--- src/hdl/exLanePkg.sv ---
// Lane micro-op and ALU operation enums, null register id
`default_nettype none

package exLanePkg;

	// Micro-op command, 4 bits
	// Codes 7 to 15 are not handled by this lane
	typedef enum logic [3:0] {
		UCmdNop   = 4'h0,	// No operation, forwards EX1 decision
		UCmdMovIr = 4'h1,	// Immediate load into Rm
		UCmdAlu3  = 4'h2,	// Rm = Rs op Rt
		UCmdMulW3 = 4'h3,	// Rm = signed low words of Rs * Rt
		UCmdShad3 = 4'h4,	// Rm = Rs shifted by signed Rt
		UCmdLoad  = 4'h5,	// Data comes back in a later stage
		UCmdStore = 4'h6	// No register write
	} exUCmd;

	// ALU operation, low 3 bits of opUIxt
	typedef enum logic [2:0] {
		AluAdd = 3'h0,
		AluSub = 3'h1,
		AluAnd = 3'h2,
		AluOr  = 3'h3,
		AluXor = 3'h4	// Codes 5 to 7 give zero
	} exAluOp;

	// Null destination, means no write
	localparam logic [5:0] regIdZzr = 6'd0;

endpackage

`default_nettype wire

--- src/hdl/exStage2.sv ---
// EX2 stage: destination select, held marking, flush kill and fault strobe
`timescale 1ns/1ps
`default_nettype none

module exStage2 (
	input  logic              clock,
	input  logic              arstN,
	input  exLanePkg::exUCmd  ex2UCmd,		// Micro-op now in EX2
	input  logic [5:0]        ex2IdRm,		// Its destination id
	input  logic [5:0]        ex2IdRn1,		// EX1 write decision, id
	input  logic [63:0]       ex2ValRn1,	// EX1 write decision, value
	input  logic [63:0]       ex2AluRes,	// ALU result from EX1
	input  logic [63:0]       ex2DelayVal,	// Shift result from EX1
	input  logic [63:0]       mulWRes,		// Multiplier sum
	input  logic              opBraFlush,	// Branch taken this cycle
	output logic [5:0]        regIdRn2,		// Lane destination id
	output logic [63:0]       regValRn2,	// Lane destination value
	output logic              regHeld,		// Data comes from a later stage
	output logic              opFault		// First cycle of unhandled run
);
	import exLanePkg::*;

	logic        doOvr;			// Result finishes in EX2
	logic [63:0] ovrVal;
	logic        unhandled;
	logic        faultLatch;	// Previous op was unhandled

	// Decode which result completes here
	always_comb begin
		doOvr     = 1'b0;
		ovrVal    = 64'd0;
		regHeld   = 1'b0;
		unhandled = 1'b0;
		case (ex2UCmd)
			UCmdNop: begin
			end
			UCmdStore: begin
			end
			UCmdMovIr: begin
				// Written by EX1, forward only
			end
			UCmdAlu3: begin
				doOvr  = 1'b1;
				ovrVal = ex2AluRes;
			end
			UCmdMulW3: begin
				doOvr  = 1'b1;
				ovrVal = mulWRes;
			end
			UCmdShad3: begin
				doOvr  = 1'b1;
				ovrVal = ex2DelayVal;
			end
			UCmdLoad: begin
				regHeld = 1'b1;
			end
			default: begin
				unhandled = 1'b1;
			end
		endcase
	end

	// Forward by default, override, then flush kill last
	always_comb begin
		regIdRn2  = ex2IdRn1;
		regValRn2 = ex2ValRn1;
		if (doOvr) begin
			regIdRn2  = ex2IdRm;
			regValRn2 = ovrVal;
		end
		if (opBraFlush) begin
			regIdRn2 = regIdZzr;
		end
	end

	// Strobe once per run of unhandled codes
	assign opFault = unhandled & ~faultLatch;

	always_ff @(posedge clock or negedge arstN) begin
		if (!arstN) begin
			faultLatch <= 1'b0;
		end else begin
			faultLatch <= unhandled;
		end
	end

endmodule

`default_nettype wire

--- config.mk ---
export PLATFORM = sky130hd
export DESIGN_NAME = exStage2
export DESIGN_NICKNAME = d
export VERILOG_FILES = /design/src/hdl/exLanePkg.sv /design/src/hdl/exStage2.sv
export SDC_FILE = /design/constraint.sdc
export NUM_CORES = 1
export LEC_CHECK = 0
export ABC_AREA = 1
export ABC_CLOCK_PERIOD_IN_PS = 800
export BUFFER_PORTS_ARGS = -buffer_cell sky130_fd_sc_hd__buf_2
export CORE_AREA = 4 4 133 135
export CTS_CLUSTER_SIZE = 25
export DETAILED_ROUTE_END_ITERATION = 6
export DIE_AREA = 0 0 137 139
export GPL_ROUTABILITY_DRIVEN = 0
export SETUP_SLACK_MARGIN = 0.02
export SLEW_MARGIN = 20
export SYNTH_ARGS = -nofsm -noshare
export SYNTH_HDL_FRONTEND = slang
export SYNTH_SLANG_ARGS = --single-unit
--- constraint.sdc ---
create_clock -name clock -period 0.8 [get_ports clock]
set_input_delay 0 -clock clock [delete_from_list [all_inputs] [get_ports clock]]
set_output_delay 0 -clock clock [all_outputs]
set_load 0.02 [all_outputs]
# Yosys cells after proc, flatten, opt, wreduce, memory -nomap -nowiden
# Index checks and enable logic that the tools add are counted.
# op_classes
mux	7
bitwise	2
n_reduce_logical	3
n_eq_ne	6
# ops
op	count
64-bit case mux with 3 select lines	1
64-bit 2-to-1 mux	1
4-bit by 3-bit equality test with 1-bit output, second input constant	3
6-bit 2-to-1 mux	2
4-bit by 2-bit equality test with 1-bit output, second input constant	2
7-bit OR reduction	1
4-bit by 1-bit equality test with 1-bit output, second input constant	1
4-bit logical NOT	1
1-bit 2-to-1 mux	3
3-bit OR reduction	1
1-bit AND	1
1-bit NOT	1
# totals
in_bits	275
out_inout_bits	72
reg_bits	1
wordCells	19

# Longest topological paths before layout
# Gate-level depths: netlist (run 1).
# depth
word_depth	5
mapped_depth	8

# Worst setup path before layout (run 1)
# No wires, ideal clock.
# synth_path
path_type	reg2out
start	register faultLatch
end	output opFault
t_required_ps	800
arrival_ps	901
path_stages_with_launch	2
path_buffers	0
slack_ps	-101
cell_sequence	dfrtp_1 -> a211oi_1
# synth_between
elab_chain_len	2
# synth_rtl
element	line_no	rtl
start: declaration	exStage2.sv:26	logic faultLatch;
start signal: assignment	exStage2.sv:83	faultLatch <= unhandled;
1-bit NOT	exStage2.sv:77	assign opFault = unhandled & ~faultLatch;
1-bit AND	exStage2.sv:77	
end: declaration	exStage2.sv:19	output logic opFault
# Every way passes these cells.

# Worst setup path in the final report (run 1)
# layout_path
start	input ex2UCmd[2]
end	output regValRn2[50]
# layout_between
elab_chain_len	4
# layout_rtl
element	line_no	rtl
start: declaration	exStage2.sv:8	input exLanePkg::exUCmd ex2UCmd,
4-bit by 3-bit equality test with 1-bit output or 4-bit by 2-bit equality test with 1-bit output (tied branches)	exStage2.sv:34	case (ex2UCmd)
3-bit OR reduction (no line)	-	
1-bit 2-to-1 mux	exStage2.sv:34	
64-bit 2-to-1 mux (*)	exStage2.sv:67	if (doOvr) begin
end: declaration	exStage2.sv:17	output logic [63:0] regValRn2,
# Mark *: on every way between the ends. The rest lies on a longest branch, timed or not.

==> results of run 1 <==
## where the power goes
part,switching [mW],total (mW),leakage [nW],internal [mW]
sequential,0.00127,0.0560,0.0113,0.0547
combinational,1.82,3.65,3.78,1.82
clock,0,0,0,0
total,1.83,3.70,3.79,1.88
## metal layers
layer | vias up | wire length [um] | GRT usage, %
li1 | 2662 | - | -
met1 | 2419 | 7040 | 18.1
met2 | 263 | 9420 | 27.7
met3 | 29 | 1540 | 1.38
met4 | 0 | 297 | 1.89
met5 | - | 0 | 0
## final timing paths
path | from | endpoint | slack, ps | cells after the start
max | ex2UCmd[2] | regValRn2[50] | -290 | 11
min | ex2UCmd[3] | faultLatch | 260 | 3
max in group asynchronous | arstN | faultLatch | 400 | 2
min in group asynchronous | arstN | faultLatch | 310 | 2
## synthesized netlist by cell type
cell	count	area, um^2
nand3_1	198	991
nand2_1	139	522
nor2_1	137	514
inv_1	73	274
buf_2	40	200
clkbuf_1	8	30.0
a21oi_1	6	30.0
inv_2	2	7.51
nor2_2	2	12.5
a211oi_1	1	7.51
buf_4	1	7.51
dfrtp_1	1	25.0
o21ai_0	1	5.00
## metrics by stage
| stage | util [%] | std cells | TNS, ps | worst slack (ps) | instance area [um^2] |
|---|---|---|---|---|---|
| floorplan | - | 609 | 0 | 31.0 | 2800 |
| global placement | 30.9 | 1170 | -20200 | -331 | 5100 |
| detailed placement | 30.9 | 1170 | -20660 | -343 | 5100 |
| CTS | 32.4 | 1176 | -16920 | -279 | 5330 |
| global route | 39.8 | 1195 | -20900 | -340 | 6560 |
| finish | 39.8 | 1195 | -17050 | -290 | 6560 |
## kinds of logic after synthesis
group,count (synthesis),share of synthesized area [%]
compound gates,8,1.62
buf+inv,124,19.8
flops,1,0.953
simple gates,476,77.7
## layout make-up
type,count,area (um^2),area share (%)
timing repair buffer,414,3180,48.5
multi-input combinational,485,2790,42.6
sequential,1,25.0,0.382
inverter,75,287,4.37
tap,220,275,4.20
## repair_timing
| action | in CTS | in global routing |
|---|---|---|
| hold endpoints to repair | 1 | 0 |
| gates cloned | 3 | 12 |
| pin swaps | 4 | 73 |
| setup endpoints to repair | 72 | 72 |
| hold buffers | 1 | 0 |
| setup buffers | 2 | 7 |
| gates resized for setup | 35 | 258 |
==> impl_metrics.env, run 1 <==
export IMPL_cp_cell_sequence="buf_8 -> inv_6 -> nor2_4 -> buf_12 -> buf_12 -> clkbuf_16 -> nand3_1 -> nand2_1 -> nor2_2 -> nand2_2 -> buf_2"
export IMPL_clkTransAtPathRegs_ps=0
export IMPL_ys_types=13
export IMPL_worstSetupPathType="in2out"
export IMPL_worst_path_max_fanout=8
export IMPL_grt_pass1_vias=4745
export IMPL_die_h_um=139
export IMPL_numPortBuffers=346
export IMPL_reg_largest_list="faultLatch: 1 flops"
export IMPL_max_freq_mhz=917
export IMPL_cp_start_kind="primary input"
export IMPL_cp_data_arrival_time_ps=1090
export IMPL_outcome="finished, violations left"
export IMPL_hpwl_um=13000
export IMPL_critical_path_max_stage_delay_ps=170
export IMPL_antenna_found_initial=0
export IMPL_antenna_left=0
export IMPL_drive_above_1_share_pct=61.6
export IMPL_critPathSlowestCell="clkbuf_16"
export IMPL_synth_nets=884
export IMPL_maxCapViolCount=0
export IMPL_worst_ep_required_time_ps=800
export IMPL_hold_violations=0
export IMPL_wl_um=18300
export IMPL_firstDrtPassIters=5
export IMPL_finalPower_mw=3.70
export IMPL_grt_use_total_pct=14.6
export IMPL_dieArea_mm2=0.0190
export IMPL_leakage_nw=3.79
export IMPL_synthCells=609
export IMPL_area_growth_syn_to_layout_pct=150
export IMPL_cp_common_cell="buf_12"
export IMPL_violations="negative setup slack"
export IMPL_num_vias=5373
export IMPL_grt_max_degree=41
export IMPL_viasPerCell=4.50
export IMPL_ys_ff_latch=1
export IMPL_finalWorstSetupSlack_ps=-290
export IMPL_drt_iter0_drc=343
export IMPL_start_util_pct=15.9
export IMPL_worstMarginPinSlew_ps=332
export IMPL_num_rows=47
export IMPL_regMostFlops="faultLatch"
export IMPL_maxSlewHeadroom_pct=77.8
export IMPL_ys_warn_count=0
export IMPL_hp_class="in2reg"
export IMPL_irDropWorstVdd_uv=346
export IMPL_layout_min_cycle_time_ps=1090
export IMPL_core_area_mm2=0.0165
export IMPL_hold_ws_ps=259
export IMPL_antenna_diode_count=0
export IMPL_wire_per_inst_um=15.3
export IMPL_fin_crit_sh_pct=136
export IMPL_drv_slew=0
export IMPL_fillers=1705
export IMPL_cp_num_buf_inv=6
export IMPL_power_density_mw_per_mm2=565
export IMPL_grt_pass1_wl_um=23200
export IMPL_end_kind="output pin"
export IMPL_setup_viol_count_final=71
export IMPL_final_cell_mix="buf_2 (276), nand3_1 (155), nor2_1 (88)"
export IMPL_netlist_area_mm2=0.00263
export IMPL_overflow=0
export IMPL_drc_errors=0
export IMPL_nets=1252
export IMPL_fp_dieW_um=137
export IMPL_largest_register_ffs=1
export IMPL_critPathTopFamily="buffers and inverters"
export IMPL_syn_area_per_cell_um2=4.31
export IMPL_ys_seq_area_share_pct=0.953
export IMPL_io_pins=347
export IMPL_mostFrequentLayoutCell="buf_2"
export IMPL_rsz0062_at_grt="true"
No activity file was read; power rests on OpenSTA's default activity.
==> run 2: changes to the inputs <==
--- a/config.mk
+++ b/config.mk
@@ -15,2 +15,3 @@
 export GPL_ROUTABILITY_DRIVEN = 0
+export HOLD_SLACK_MARGIN = 0.1
 export SETUP_SLACK_MARGIN = 0.02
==> constraint.sdc (replaced) <==
create_clock -name clock -period 0.8 [get_ports clock]
set_input_delay 0.12 -clock clock [delete_from_list [all_inputs] [get_ports clock]]
set_output_delay 0.12 -clock clock [all_outputs]
set_load 0.02 [all_outputs]
==> impl_metrics.env, run 2 (synthesis results as in run 1) <==
export IMPL_num_rows=47
export IMPL_hold_violations=0
export IMPL_die_h_um=139
export IMPL_overflow=0
export IMPL_antenna_found_initial=1
export IMPL_numPortBuffers=346
export IMPL_grt_use_total_pct=15.9
export IMPL_drive_above_1_share_pct=56.6
export IMPL_final_cell_mix="buf_2 (270), nand3_1 (176), nor2_1 (99)"
export IMPL_violations="negative setup slack"
export IMPL_viasPerCell=4.45
export IMPL_io_pins=347
export IMPL_rsz0062_at_grt="true"
export IMPL_worst_ep_required_time_ps=680
export IMPL_dieArea_mm2=0.0190
export IMPL_end_kind="output pin"
export IMPL_hp_class="in2reg"
export IMPL_fin_crit_sh_pct=166
export IMPL_cp_cell_sequence="buf_8 -> nor2_4 -> nand2_2 -> buf_12 -> buf_4 -> nand3_1 -> nand2_2 -> buf_4"
export IMPL_fp_dieW_um=137
export IMPL_layout_min_cycle_time_ps=1330
export IMPL_fin_area_mm2=0.00627
export IMPL_cp_data_arrival_time_ps=1210
export IMPL_wire_per_inst_um=15.2
export IMPL_worst_path_max_fanout=40
export IMPL_grt_pass1_wl_um=24900
export IMPL_hpwl_um=12600
export IMPL_setup_viol_count_final=72
export IMPL_wl_um=18000
export IMPL_leakage_nw=3.70
export IMPL_num_vias=5271
export IMPL_grt_max_degree=41
export IMPL_grt_pass1_vias=5069
export IMPL_cp_start_kind="primary input"
export IMPL_irDropWorstVdd_uv=335
export IMPL_min_path_cells=3
export IMPL_start_util_pct=15.9
export IMPL_max_freq_mhz=752
export IMPL_antenna_left=0
export IMPL_worstSetupPathType="in2out"
export IMPL_regMostFlops="faultLatch"
export IMPL_drt_iter0_drc=244
export IMPL_outcome="finished, violations left"
export IMPL_power_density_mw_per_mm2=576
export IMPL_setup_tns_ps=-32990
export IMPL_worstMarginPinSlew_ps=282
export IMPL_nets=1241
export IMPL_reg_largest_list="faultLatch: 1 flops"
export IMPL_core_area_mm2=0.0165
export IMPL_mostFrequentLayoutCell="buf_2"
export IMPL_finalWorstSetupSlack_ps=-530
export IMPL_maxSlewHeadroom_pct=81.2
export IMPL_critPathSlowestCell="nor2_4"
export IMPL_maxCapViolCount=0
export IMPL_clkTransAtPathRegs_ps=0
export IMPL_firstDrtPassIters=7
export IMPL_finalPower_mw=3.61
export IMPL_area_growth_syn_to_layout_pct=139
export IMPL_fillers=1758
export IMPL_dpl_cell_area_mm2=0.00514
export IMPL_antenna_diode_count=0
export IMPL_drc_errors=0
export IMPL_drv_slew=0
export IMPL_pre_cts_ws_ps=-614
export IMPL_largest_register_ffs=1
export IMPL_critical_path_max_stage_delay_ps=200
[run 2: changes by cell type in the layout (fill, tap and decap cells not counted), moves of 6 or more]
| cell | change |
|---|---|
| buf_4 | -22 |
| nor2_1 | +11 |
| buf_2 | -6 |
| nand2_2 | -11 |
| nor2_4 | +6 |
| nand3_1 | +21 |
| nand2_1 | +11 |
| nor2_2 | -17 |
| nand3_4 | -8 |
| nand3_2 | -13 |
| buf_6 | +27 |
[run 2: worst paths after layout]
path / start / end / slack [ps]
max: ex2UCmd[3] / regValRn2[50] / -530
min: ex2UCmd[3] / faultLatch / 400
max in group asynchronous: arstN / faultLatch / 280
min in group asynchronous: arstN / faultLatch / 430
[run 2: stage by stage]
| stage | hold WS, ps | std cells | utilization, % |
|---|---|---|---|
| after global routing | 403 | 1184 | 38.1 |
| after detailed placement | -99.2 | 1168 | 31.2 |
| final | 396 | 1184 | 38.1 |
| after global placement | -100 | 1168 | 31.2 |
| after CTS | 403 | 1178 | 35.6 |
| after floorplan | -176 | 609 | - |
[run 2: worst max-delay path: cells and delay by family]
family                 cells  cell delay, ps
buffers and inverters      4             610
AND/OR/NAND/NOR            4             440
[run 2: where the power goes]
part           total (mW)  switching (mW)  internal [mW]
clock network           0               0              0
registers          0.0563         0.00153         0.0547
logic                3.56            1.78           1.78
[run 2: what timing repair did]
action	4_1_cts	5_1_grt
endpoints found under the hold margin	1	0
resized for setup	169	85
gates cloned	4	5
hold buffers	1	0
pin swaps	26	14
setup endpoints to repair	73	72
buffers inserted	5	1
[run 2: layout make-up]
| class | instances | area (um^2) | area share [%] |
|---|---|---|---|
| repair buffers | 404 | 3100 | 49.5 |
| multi-input cells | 484 | 2580 | 41.2 |
| inverters | 75 | 284 | 4.53 |
| well taps | 220 | 275 | 4.39 |
| flip-flops and latches | 1 | 25.0 | 0.399 |
[run 2: per-layer routing]
layer  global-route usage (%)  up-vias  share of wire, %
met1                     18.2     2352                37
met3                     2.32       24               9.2
li1                         -     2628                 -
met4                     2.42        2               1.5
met2                     31.0      265                52
met5                        0        -             0.072
==> run 3: changes to the inputs <==
- ABC_AREA: 1 -> not set
==> impl_metrics.env, run 3 <==
export IMPL_synth_most_common_cell="mux2i_1"
export IMPL_wl_um=12800
export IMPL_net_switching_power_mw=1.30
export IMPL_synth_area_leader_cell="mux2i_1"
export IMPL_grt_max_degree=35
export IMPL_swShare_pct=46.4
export IMPL_worstMarginPinSlew_ps=386
export IMPL_hp_class="in2async"
export IMPL_yosys_top_cells_area="mux2i_1 (37%), a221o_1 (33%), nor2_1 (13%)"
export IMPL_antenna_found_initial=1
export IMPL_start_util_pct=11.6
export IMPL_ys_seq_area_share_pct=1.30
export IMPL_cp_data_arrival_time_ps=1500
export IMPL_dpl_cell_area_mm2=0.00414
export IMPL_max_freq_mhz=617
export IMPL_netlist_area_mm2=0.00192
export IMPL_fp_dieW_um=137
export IMPL_numPortBuffers=346
export IMPL_cp_common_cell="buf_4"
export IMPL_synth_nets=525
export IMPL_mostFrequentLayoutCell="buf_2"
export IMPL_critical_path_max_stage_delay_ps=400
export IMPL_antenna_diode_count=0
export IMPL_leakage_nw=2.48
export IMPL_finalWorstSetupSlack_ps=-820
export IMPL_ys_warn_count=0
export IMPL_io_pins=347
export IMPL_regMostFlops="faultLatch"
export IMPL_p_int_mw=1.50
export IMPL_seqCellArea_um2=25.0
export IMPL_end_kind="output pin"
export IMPL_reg_largest_list="faultLatch: 1 flops"
export IMPL_drv_slew=0
export IMPL_clkTransAtPathRegs_ps=0
export IMPL_drc_errors=0
export IMPL_maxCapViolCount=0
export IMPL_ys_ff_latch=1
export IMPL_layout_min_cycle_time_ps=1620
export IMPL_fin_crit_sh_pct=202
export IMPL_power_density_mw_per_mm2=625
export IMPL_maxSlewHeadroom_pct=74.3
export IMPL_drt_iter0_drc=177
export IMPL_synthTopCellsByCount="mux2i_1 (70), a221o_1 (64), nor2_1 (64), buf_2 (14), nand2b_1 (13)"
export IMPL_firstDrtPassIters=4
export IMPL_setup_viol_count_final=73
export IMPL_violations="negative setup slack"
export IMPL_fillers=1762
export IMPL_finalPower_mw=2.81
export IMPL_irDropWorstVdd_uv=294
export IMPL_outcome="finished, violations left"
export IMPL_grt_use_total_pct=11.1
export IMPL_cp_num_buf_inv=6
export IMPL_rsz0062_at_grt="true"
export IMPL_area_growth_syn_to_layout_pct=134
export IMPL_setup_tns_ps=-54200
export IMPL_drive_above_1_share_pct=65.9
export IMPL_fin_area_mm2=0.00449
export IMPL_hold_violations=0
export IMPL_layoutNonFillerInstCount=822
export IMPL_grt_pass1_wl_um=17200
export IMPL_p_clk_share_pct=0
export IMPL_critPathSlowestCell="a221o_1"
export IMPL_cp_start_kind="primary input"
export IMPL_yosys_area_top_type_share_pct=36.5
export IMPL_hpwl_um=10600
export IMPL_grt_pass1_vias=3412
export IMPL_ys_flop_type="dfrtp_1"
export IMPL_dieArea_mm2=0.0190
export IMPL_critPathTopFamily="buffers and inverters"
export IMPL_ys_types=15
export IMPL_worst_ep_required_time_ps=680
export IMPL_hold_ws_ps=464
export IMPL_pre_cts_ws_ps=-916
export IMPL_final_util_pct=27.3
export IMPL_overflow=0
export IMPL_die_h_um=139
export IMPL_multiInputGateArea_mm2=0.00186
export IMPL_wire_per_inst_um=15.6
export IMPL_worst_path_max_fanout=16
export IMPL_place_inst=812
export IMPL_seqPwrFrac_pct=2.1
export IMPL_ys_async_sr_fraction_pct=100
export IMPL_cp_cell_sequence="buf_6 -> buf_4 -> nor4b_4 -> buf_4 -> buf_4 -> buf_12 -> a221o_1 -> buf_6"
export IMPL_largest_register_ffs=1
export IMPL_viasPerCell=4.32
export IMPL_power_frac_comb_pct=97.9
export IMPL_syn_area_per_cell_um2=7.67
export IMPL_nets=879
export IMPL_num_vias=3548
export IMPL_num_rows=47
export IMPL_core_area_mm2=0.0165
export IMPL_worstSetupPathType="in2out"
export IMPL_antenna_left=0
export IMPL_synthCells=250
export IMPL_synth_edf_count=0
export IMPL_final_cell_mix="buf_2 (324), mux2i_1 (64), a221o_1 (64)"
run 3: cell count changes after synthesis, sizes merged, moves of 2 or more:
cell	previous run	this run
nand3	198	0
nand2	139	1
a221o	0	64
buf	41	21
nand2b	0	13
mux2i	0	70
inv	75	0
nor2b	0	2
a21oi	6	0
clkbuf	8	10
nor2	139	64
run 3: worst paths after layout:
path                             from             to  slack [ps]  cells after the start
worst min-delay path            arstN     faultLatch         460                      2
max in group asynchronous       arstN     faultLatch         240                      2
worst max-delay path       ex2UCmd[2]  regValRn2[52]        -820                      8
min in group clock         ex2UCmd[2]     faultLatch         510                      3
run 3: logic make-up after synthesis:
logic type / share of synthesized area, %
buffers and inverters: 9.52
AND/OR/NAND/NOR: 18.8
AO/OA/AOI/OAI: 33.9
flip-flops: 1.30
multiplexers: 36.5
run 3: timing repair:
action / in CTS / in global routing
hold buffers: 1 / 0
pin swaps: 1 / 8
setup buffers: 4 / 4
gates cloned: 1 / 2
resized for setup: 34 / 25
endpoints found under the hold margin: 1 / 0
setup endpoints to repair: 73 / 73
run 3: layout make-up:
| class | instances | area share [%] |
|---|---|---|
| Tap cell | 220 | 6.13 |
| Multi-Input combinational cell | 218 | 41.3 |
| Sequential cell | 1 | 0.558 |
| Timing Repair Buffer | 383 | 52.0 |
run 3: routing by layer:
metal	routed length [um]	GRT usage [%]	vias up
met5	13	0	-
met4	132	1.21	2
met3	1400	1.27	8
met2	6780	22.2	246
met1	4460	12.6	1594
li1	-	-	1698
run 3: power groups by stage:
stage | logic (mW) | clock network, mW | registers [mW]
6_report | 2.75 | 0 | 0.0576
5_1_grt | 2.93 | 0 | 0.0580
2_1_floorplan | 1.36 | 0 | 0.0571
3_5_place_dp | 2.53 | 0 | 0.0573
3_3_place_gp | 2.51 | 0 | 0.0573
4_1_cts | 2.65 | 0 | 0.0577
